File: src/logic/phy_model_config.svh
`ifndef PHY_MODEL_CONFIG_SVH
`define PHY_MODEL_CONFIG_SVH

// ============================================================
// receive path widths
// ============================================================
`define NIBBLE_W        4
`define BYTE_W          8
`define LEN_W           16

// nibble that closes the preamble
`define SFD_NIBBLE      4'hd

// crc-32 in reflected register form, no final inversion
`define CRC_INIT        32'hffff_ffff
`define CRC_POLY        32'hedb8_8320
`define CRC_RESIDUE     32'hdebb_20e3

// ============================================================
// management interface
// ============================================================
`define MDIO_DATA_W     16
`define MDIO_ADDR_W     5

`define REG_BMCR        5'd0
`define REG_BMSR        5'd1
`define REG_CTRL1000    5'd9

`define BMSR_VALUE      16'hfe04
`define BMCR_RESET      16'h0000
`define CTRL1000_RESET  16'hffff

`endif

File: src/logic/mdio_pkg.sv
`include "phy_model_config.svh"

package mdio_pkg;

    // register data and addresses on the management bus
    typedef logic [`MDIO_DATA_W-1:0] mdio_data_t;
    typedef logic [`MDIO_ADDR_W-1:0] mdio_addr_t;

    // counts up to 16 data bits
    typedef logic [4:0]              mdio_bit_cnt_t;

    // ============================================================
    // management frame states, one step per mdc rising edge
    // ============================================================
    typedef enum logic [3:0]
    {
        IDLE,
        START0,
        START1,
        OP_RD,
        OP_WR,
        PHYADDR,
        REGADDR,
        TURN0,
        TURN1,
        RDATA,
        WDATA,
        WXFR
    } mdio_state_e;

endpackage

File: src/logic/mdio_frame_decoder.sv
`timescale 1ns/1ps
`include "phy_model_config.svh"

module mdio_frame_decoder
    import mdio_pkg::*;
(
    input  logic       mtx_clk_i,
    input  logic       arst_n_i,
    input  logic       mdc_i,
    input  logic       md_i,
    output logic       md_oe_o,
    output mdio_addr_t reg_addr_o,
    output logic       wr_stb_o,
    output mdio_data_t wr_data_o,
    output logic       rd_load_o,
    output logic       rd_shift_o
);

    logic          mdc_meta_r;
    logic          mdc_sync_r;
    logic          mdc_prev_r;
    logic          mdc_rise;
    mdio_state_e   state_r;
    mdio_bit_cnt_t cnt_r;
    logic          op_rd_r;
    mdio_addr_t    reg_addr_r;
    mdio_data_t    wdata_r;

    // ============================================================
    // mdc synchronizer and rising edge detect
    // ============================================================
    always_ff @(posedge mtx_clk_i or negedge arst_n_i)
    begin
        if (!arst_n_i)
        begin
            mdc_meta_r <= 1'b0;
            mdc_sync_r <= 1'b0;
            mdc_prev_r <= 1'b0;
        end
        else
        begin
            mdc_meta_r <= mdc_i;
            mdc_sync_r <= mdc_meta_r;
            mdc_prev_r <= mdc_sync_r;
        end
    end

    assign mdc_rise = mdc_sync_r & ~mdc_prev_r;

    // ============================================================
    // frame state machine
    // ============================================================
    always_ff @(posedge mtx_clk_i or negedge arst_n_i)
    begin
        if (!arst_n_i)
        begin
            state_r <= IDLE;
            cnt_r   <= '0;
            op_rd_r <= 1'b0;
        end
        else if (mdc_rise)
        begin
            case (state_r)
                IDLE:
                begin
                    cnt_r <= '0;
                    if (!md_i)
                        state_r <= START0;
                end
                START0:
                    state_r <= md_i ? START1 : IDLE;
                // first opcode bit picks the branch
                START1:
                    state_r <= md_i ? OP_RD : OP_WR;
                OP_RD:
                    if (!md_i)
                    begin
                        op_rd_r <= 1'b1;
                        state_r <= PHYADDR;
                    end
                    else
                        state_r <= IDLE;
                OP_WR:
                    if (md_i)
                    begin
                        op_rd_r <= 1'b0;
                        state_r <= PHYADDR;
                    end
                    else
                        state_r <= IDLE;
                // phy address bits are counted past and ignored
                PHYADDR:
                begin
                    cnt_r <= cnt_r + 1'b1;
                    if (cnt_r == 5'd4)
                    begin
                        cnt_r   <= '0;
                        state_r <= REGADDR;
                    end
                end
                REGADDR:
                begin
                    cnt_r <= cnt_r + 1'b1;
                    if (cnt_r == 5'd4)
                    begin
                        cnt_r   <= '0;
                        state_r <= TURN0;
                    end
                end
                TURN0:
                    state_r <= TURN1;
                TURN1:
                    state_r <= op_rd_r ? RDATA : WDATA;
                RDATA:
                begin
                    cnt_r <= cnt_r + 1'b1;
                    if (cnt_r == 5'd15)
                        state_r <= IDLE;
                end
                WDATA:
                begin
                    cnt_r <= cnt_r + 1'b1;
                    if (cnt_r == 5'd15)
                    begin
                        cnt_r   <= '0;
                        state_r <= WXFR;
                    end
                end
                WXFR:
                    state_r <= IDLE;
                default:
                    state_r <= IDLE;
            endcase
        end
    end

    // address and write data shift in msb first
    always_ff @(posedge mtx_clk_i)
    begin
        if (mdc_rise && state_r == REGADDR)
            reg_addr_r <= {reg_addr_r[`MDIO_ADDR_W-2:0], md_i};
        if (mdc_rise && state_r == WDATA)
            wdata_r <= {wdata_r[`MDIO_DATA_W-2:0], md_i};
    end

    // one-cycle strobes to the register file
    assign rd_load_o  = mdc_rise && state_r == TURN1 && op_rd_r;
    assign rd_shift_o = mdc_rise && state_r == RDATA;
    assign wr_stb_o   = mdc_rise && state_r == WXFR;

    assign reg_addr_o = reg_addr_r;
    assign wr_data_o  = wdata_r;
    assign md_oe_o    = (state_r == RDATA);

endmodule

File: config.mk
export PLATFORM = sky130hd
export DESIGN_NAME = mdio_frame_decoder
export DESIGN_NICKNAME = d
export VERILOG_FILES = /design/src/logic/mdio_pkg.sv /design/src/logic/mdio_frame_decoder.sv
export VERILOG_INCLUDE_DIRS = /design/src /design/src/logic
export SDC_FILE = /design/constraint.sdc
export NUM_CORES = 1
export LEC_CHECK = 0
export BUFFER_PORTS_ARGS = -buffer_cell sky130_fd_sc_hd__buf_4
export CAP_MARGIN = 5
export CORE_MARGIN = 2
export CORE_UTILIZATION = 58
export DETAILED_ROUTE_END_ITERATION = 6
export GPL_ROUTABILITY_DRIVEN = 0
export GPL_TIMING_DRIVEN = 0
export PLACE_DENSITY = 0.83
export RECOVER_POWER = 25
export SLEW_MARGIN = 10
export SYNTH_ARGS = -nofsm -noshare
export SYNTH_HDL_FRONTEND = slang
export SYNTH_SLANG_ARGS = --single-unit
File: constraint.sdc
create_clock -name mtx_clk_i -period 3.37 [get_ports mtx_clk_i]
set_input_delay 1.011 -clock mtx_clk_i [delete_from_list [all_inputs] [get_ports mtx_clk_i]]
set_output_delay 1.011 -clock mtx_clk_i [all_outputs]
set_load 0.05 [all_outputs]
==> results of run 1 <==
==> sequential cells by signal, summed over array words and instances, names as in the netlist <==
register    count
wr_data_o      16
cnt_r           5
reg_addr_o      5
state_r         4
mdc_meta_r      1
mdc_prev_r      1
mdc_sync_r      1
op_rd_r         1
==> metal layers <==
| metal | vias to the layer above | global-route usage, % | share of wire [%] |
|---|---|---|---|
| met4 | 0 | 7.317 | 1.6 |
| met5 | - | 0 | 0 |
| li1 | 509 | - | - |
| met2 | 51 | 32.65 | 49 |
| met3 | 7 | 6.557 | 7.8 |
| met1 | 530 | 25.56 | 41 |
==> kinds of logic after synthesis <==
group | after synthesis
and+or+nand+nor | 42
AOI/OAI and AO/OA | 25
buffers and inverters | 13
DFF | 34
adders and majority gates | 4
xor gates and xnor gates | 2
muxes | 2
==> synth_stat cells (2+ instances only) <==
cell / instances
edfxtp_1: 21
nor2b_1: 2
mux2_4: 2
o21ai_0: 2
nand2_1: 11
o22ai_1: 3
inv_1: 9
dfrtp_1: 13
ha_1: 4
o31ai_1: 5
nor3_1: 4
a22o_1: 2
nand3_1: 3
nor2_1: 12
o21ai_1: 2
nand2b_1: 4
a21oi_1: 3
==> power by group through the flow <==
| stage | clock (mW) | combinational (mW) | sequential (mW) |
|---|---|---|---|
| floorplan | 0 | 0.355 | 0.543 |
| finish | 0.363 | 0.472 | 0.537 |
| CTS | 0.363 | 0.466 | 0.536 |
| detailed placement | 0 | 0.457 | 0.543 |
| global route | 0.388 | 0.513 | 0.541 |
| global placement | 0 | 0.440 | 0.538 |
==> metrics by stage <==
step	setup slack [ns]	util, %	hold WS [ns]	instances	area, sq um
floorplan	0.8622	-	0.3312	122	1524
global placement	1.073	71.52	0.3331	180	1772
detailed placement	0.9853	71.52	0.3543	180	1772
CTS	0.6813	75.61	0.3771	188	1873
global route	0.5504	75.56	0.3772	188	1872
finish	0.6318	75.56	0.3699	188	1872
==> worst min-delay path by stage <==
stage | startpoint | end | slack, ns | cells after the start
6_report | mdc_meta_r | mdc_sync_r | 0.37 | 0
5_1_grt | mdc_meta_r | mdc_sync_r | 0.38 | 0
4_1_cts | mdc_meta_r | mdc_sync_r | 0.38 | 0
3_5_place_dp | mdc_meta_r | mdc_sync_r | 0.35 | 0
3_3_place_gp | mdc_meta_r | mdc_sync_r | 0.33 | 0
2_1_floorplan | mdc_meta_r | mdc_sync_r | 0.33 | 0
==> layout make-up <==
type / count / area (sq um) / share of cell area [%]
clock inverters: 3 / 63.81 / 3.409
well taps: 30 / 37.54 / 2.005
repair buffers: 28 / 206.4 / 11.03
plain buffers: 4 / 27.53 / 1.471
flip-flops and latches: 34 / 955.9 / 51.07
inverters: 9 / 33.78 / 1.805
clock buffers: 5 / 37.54 / 2.005
multi-input cells: 75 / 509.2 / 27.21
==> worst register-to-register path, cell delays in order (launching register included) <==
cell and delay (ns):
dfrtp_1 0.44, buf_2 0.25, nor2b_1 0.22, nand2_1 0.16, nor2_2 0.65
==> impl_metrics.yaml, run 1 <==
pwr:
  sequentialPowerShare_pct: 39.2
  power.total_mw: 1.372
  irDropWorstVdd_mv: 0.5930
  p_clk_share_pct: 26.4
  power.density_mw_per_mm2: 732.9
  power_switching_uw: 473.1
  p_comb_share_pct: 34.4
  p_int_uw: 898.7
  leakagePower_nw: 0.7725
  switching_share_pct: 34.49
cts:
  cts_tree: "built"
  numClockSinks: 34
  cts.repair.resized: 0
  cts_hold_repair.buffers: 0
  clk_latency_ns: 0.33
  root_buffer: "clkbuf_4"
  clk_path_buf_depth: 2
  cts_buffers: 5
  clkTransAtPathRegs_ns: 0.10
  htreeDepth: 2
  cts_setup_buffers: 0
worst_setup_path:
  max_stage_delay_ns: 0.44
  r2r_setup_slack_ns: 1.30
  setup.worst_path.class: "register to primary output"
  critPathTopFamily: "simple AND/OR/NAND/NOR gates"
  ff2ff_path_depth: 4
  crit_path_start_kind: "register"
  crit_required_ns: 2.36
  r2r_start: "state_r[3]"
  endpoint: "wr_stb_o"
  crit_chain: "buf_2, nor2b_1, nand2_1, nor2_1, buf_4"
  r2r-end: "wr_data_o[5]"
  path_depth: 5
  crit_path_end_kind: "primary output"
  critPathMaxFanout: 10
  crit_start: "state_r[3]"
  arrival_ns: 1.73
  slowest_stage: "dfrtp_1"
  path_buf_inv: 2
global_route:
  antenna_found_initial: 0
  grt_pass1_vias: 1074
  grt_max_degree: 17
  grt_pass1_wl_mm: 4.781
  overflow: 0
  track_usage_pct: 20.21
synth:
  synthMuxAreaShare_pct: 1.970
  synth_area_leaders: "edfxtp_1, dfrtp_1, ha_1"
  synth.distinct_cells: 37
  synth_edf_count: 21
  synth_xor_xnor_area_share_pct: 1.642
  synth_top_family_by_area: "simple AND/OR/NAND/NOR gates"
  synthFlopType: "edfxtp_1"
  synth_top_area_share_pct: 41.38
  yosysSeqAreaShare_pct: 62.73
  synth-seq-cells: 34
  synth_area_leader_cell: "edfxtp_1"
  synth.cell_area_sq_mm: 0.001524
  ys_async_sr_fraction_pct: 38.24
  yosys.area_share.simple_pct: 13.96
  avgSynthCellArea_sq_um: 12.49
  ys_warn_count: 0
  netlist_instances: 122
  yosys.area_share.adder_pct: 3.284
  synth_nets: 130
  synth_compound_area_share_pct: 12.40
drt:
  wl_per_cell_um: 15.50
  post-route-drc-count: 0
  via_count: 1097
  wl_mm: 2.914
  firstDrtPassIters: 4
  first_iter_violations: 66
  ant_nets: 0
  vias_per_cell: 5.835
timing:
  skew_ns: 0.005703
  hold_viol_final: 0
  slew_violations: 0
  worst_pin_slew_ns: 0.7721
  fin_crit_sh_pct: 81.25
  rsz0062_at_grt: "no"
  max_slew_margin_pct: 48.47
  tns_ns: 0
  max_freq_mhz: 365.2
  setup_viol: 0
  period_needed_ns: 2.738
outcome:
  outcome: "complete, no violations"
finish:
  final_common_cell: "buf_4"
  final_cell_mix: "buf_4, edfxtp_1, dfrtp_1"
  nets: 165
  n_fill_cell: 171
  diodes: 0
  area_delta_synth_final_pct: 22.82
  layout-drive-gt1-share_pct: 28.48
floorplan:
  die_w_um: 55.26
  core_sq_mm: 0.002477
  rows: 18
  die_y_um: 55.26
  ios: 29
  dieArea_sq_mm: 0.003054
  initial_core_util_pct: 61.52
placement:
  dp_hpwl_mm: 2.097
  portBuffers: 28
run:
  drv_cap: 0
hold_path:
  hold_class: "register to register"
Power figures use the tool's default switching activity.
==> run 2, diff against run 1 <==
Settings changed: CORE_UTILIZATION 58 to 54, PLACE_DENSITY 0.83 to 0.78.
Clock period 3.37 ns to 2.6 ns, I/O delays scaled along.
==> impl_metrics.yaml, run 2 (synthesis gave the netlist of run 1 again) <==
outcome:
  outcome: "complete, no violations"
cts:
  root_buffer: "clkbuf_4"
  cts_tree: "built"
  htreeDepth: 2
  clkTransAtPathRegs_ns: 0.10
  cts_hold_repair.buffers: 0
  numClockSinks: 34
  clk_path_buf_depth: 2
  cts_buffers: 5
  clk_latency_ns: 0.33
pwr:
  p_int_mw: 1.094
  sequentialPowerShare_pct: 40.2
  irDropWorstVdd_mv: 0.7214
  p_comb_share_pct: 37.8
  switching_share_pct: 36.38
  leakagePower_nw: 0.7723
  power.density_mw_per_mm2: 922.1
  p_clk_share_pct: 22.0
  power.total_mw: 1.720
  power_switching_uw: 625.7
placement:
  dp_hpwl_mm: 2.369
  portBuffers: 28
  post-place-ws_ns: 0.2178
global_route:
  antenna_found_initial: 0
  grt_max_degree: 17
  grt_pass1_vias: 1093
  track_usage_pct: 21.78
  overflow: 0
  grt_pass1_wl_mm: 5.278
timing:
  max_slew_margin_pct: 47.96
  tns_ns: 0
  setup_viol: 0
  rsz0062_at_grt: "no"
  skew_ns: 0.004493
  slew_violations: 0
  max_freq_mhz: 414.9
  period_needed_ns: 2.410
  fin_crit_sh_pct: 92.70
  worst_pin_slew_ns: 0.7798
  fin_ws_ns: 0.1897
  hold_viol_final: 0
finish:
  layout-drive-gt1-share_pct: 29.38
  largest_reg_flops: 16
  final_cell_mix: "buf_4, edfxtp_1, dfrtp_1"
  diodes: 0
  area_delta_synth_final_pct: 22.41
  final_common_cell: "buf_4"
  nets: 167
worst_setup_path:
  path_depth: 5
  arrival_ns: 1.63
  crit_chain: "clkbuf_4, nor2b_1, nand2_1, nor2_1, buf_4"
  setup.worst_path.class: "register to primary output"
  max_stage_delay_ns: 0.41
  r2r_setup_slack_ns: 0.62
  crit_path_start_kind: "register"
  critPathTopFamily: "simple AND/OR/NAND/NOR gates"
  critPathMaxFanout: 10
  path_buf_inv: 2
  crit_path_end_kind: "primary output"
  crit_required_ns: 1.82
  ff2ff_path_depth: 4
  r2r-end: "wr_data_o[12]"
  slowest_stage: "dfrtp_1"
  r2r_start: "state_r[3]"
floorplan:
  initial_core_util_pct: 56.23
  ios: 29
  die_w_um: 57.13
  core_sq_mm: 0.002710
  dieArea_sq_mm: 0.003263
  die_y_um: 57.13
  rows: 19
drt:
  wl_mm: 3.226
  firstDrtPassIters: 4
  vias_per_cell: 5.885
  first_iter_violations: 43
  wl_per_cell_um: 16.89
  ant_nets: 0
  post-route-drc-count: 0
  via_count: 1124
hold_path:
  whs_endpoint: "mdc_sync_r"
  min_from: "mdc_meta_r"
  hold_class: "register to register"
  min_path_cells: 0
run:
  drv_cap: 0
## run 2: what timing repair did
| action | 4_1_cts | 5_1_grt |
|---|---|---|
| setup endpoints to repair | 0 | 3 |
| gates resized for setup | 0 | 3 |
| buffers inserted | 0 | 2 |
## run 2: layout make-up
cell class / count / area (sq um)
buffer: 4 / 31.28
multi-input combinational: 75 / 509.2
inverter: 9 / 33.78
sequential: 34 / 955.9
fill: 202 / 844.6
timing repair buffer: 30 / 221.5
clock buffer: 7 / 45.04
clock inverter: 1 / 30.03
tap: 31 / 38.79
## run 2: worst max path at each step
stage,start,end
5_1_grt,state_r[3],rd_load_o
3_3_place_gp,state_r[3],wr_data_o[2]
4_1_cts,state_r[1],wr_stb_o
6_report,state_r[3],rd_load_o
2_1_floorplan,state_r[3],rd_load_o
3_5_place_dp,state_r[1],wr_data_o[2]
## run 2: power by group through the flow
| stage | clock network (mW) | registers (mW) | logic [mW] |
|---|---|---|---|
| 2_1_floorplan | 0 | 0.703 | 0.460 |
| 3_3_place_gp | 0 | 0.698 | 0.572 |
| 6_report | 0.378 | 0.692 | 0.651 |
| 4_1_cts | 0.378 | 0.693 | 0.608 |
| 5_1_grt | 0.410 | 0.701 | 0.707 |
| 3_5_place_dp | 0 | 0.705 | 0.602 |
## run 2: per-stage QoR
stage / area, sq um / util, % / hold slack, ns / std cells
CTS: 1848 / 68.19 / 0.2739 / 189
floorplan: 1524 / - / 0.3312 / 122
global placement: 1773 / 65.42 / 0.3331 / 181
global route: 1866 / 68.84 / 0.3856 / 191
detailed placement: 1773 / 65.42 / 0.3529 / 181
finish: 1866 / 68.84 / 0.3716 / 191
## run 2: routing by layer
layer | up-vias | global-route usage, % | part of all wire, %
met5 | - | 0 | 0
met4 | 0 | 9.967 | 1.8
met3 | 8 | 6.576 | 7.9
met2 | 59 | 35.14 | 51
met1 | 543 | 27.15 | 39
li1 | 514 | - | -
## run 2: worst reg2reg max path, cell delays in order, from the launching register on
cell and delay, ns:
dfrtp_1 0.41, clkbuf_4 0.21, nor2b_1 0.20, nand2_1 0.15, nor2_2 0.65
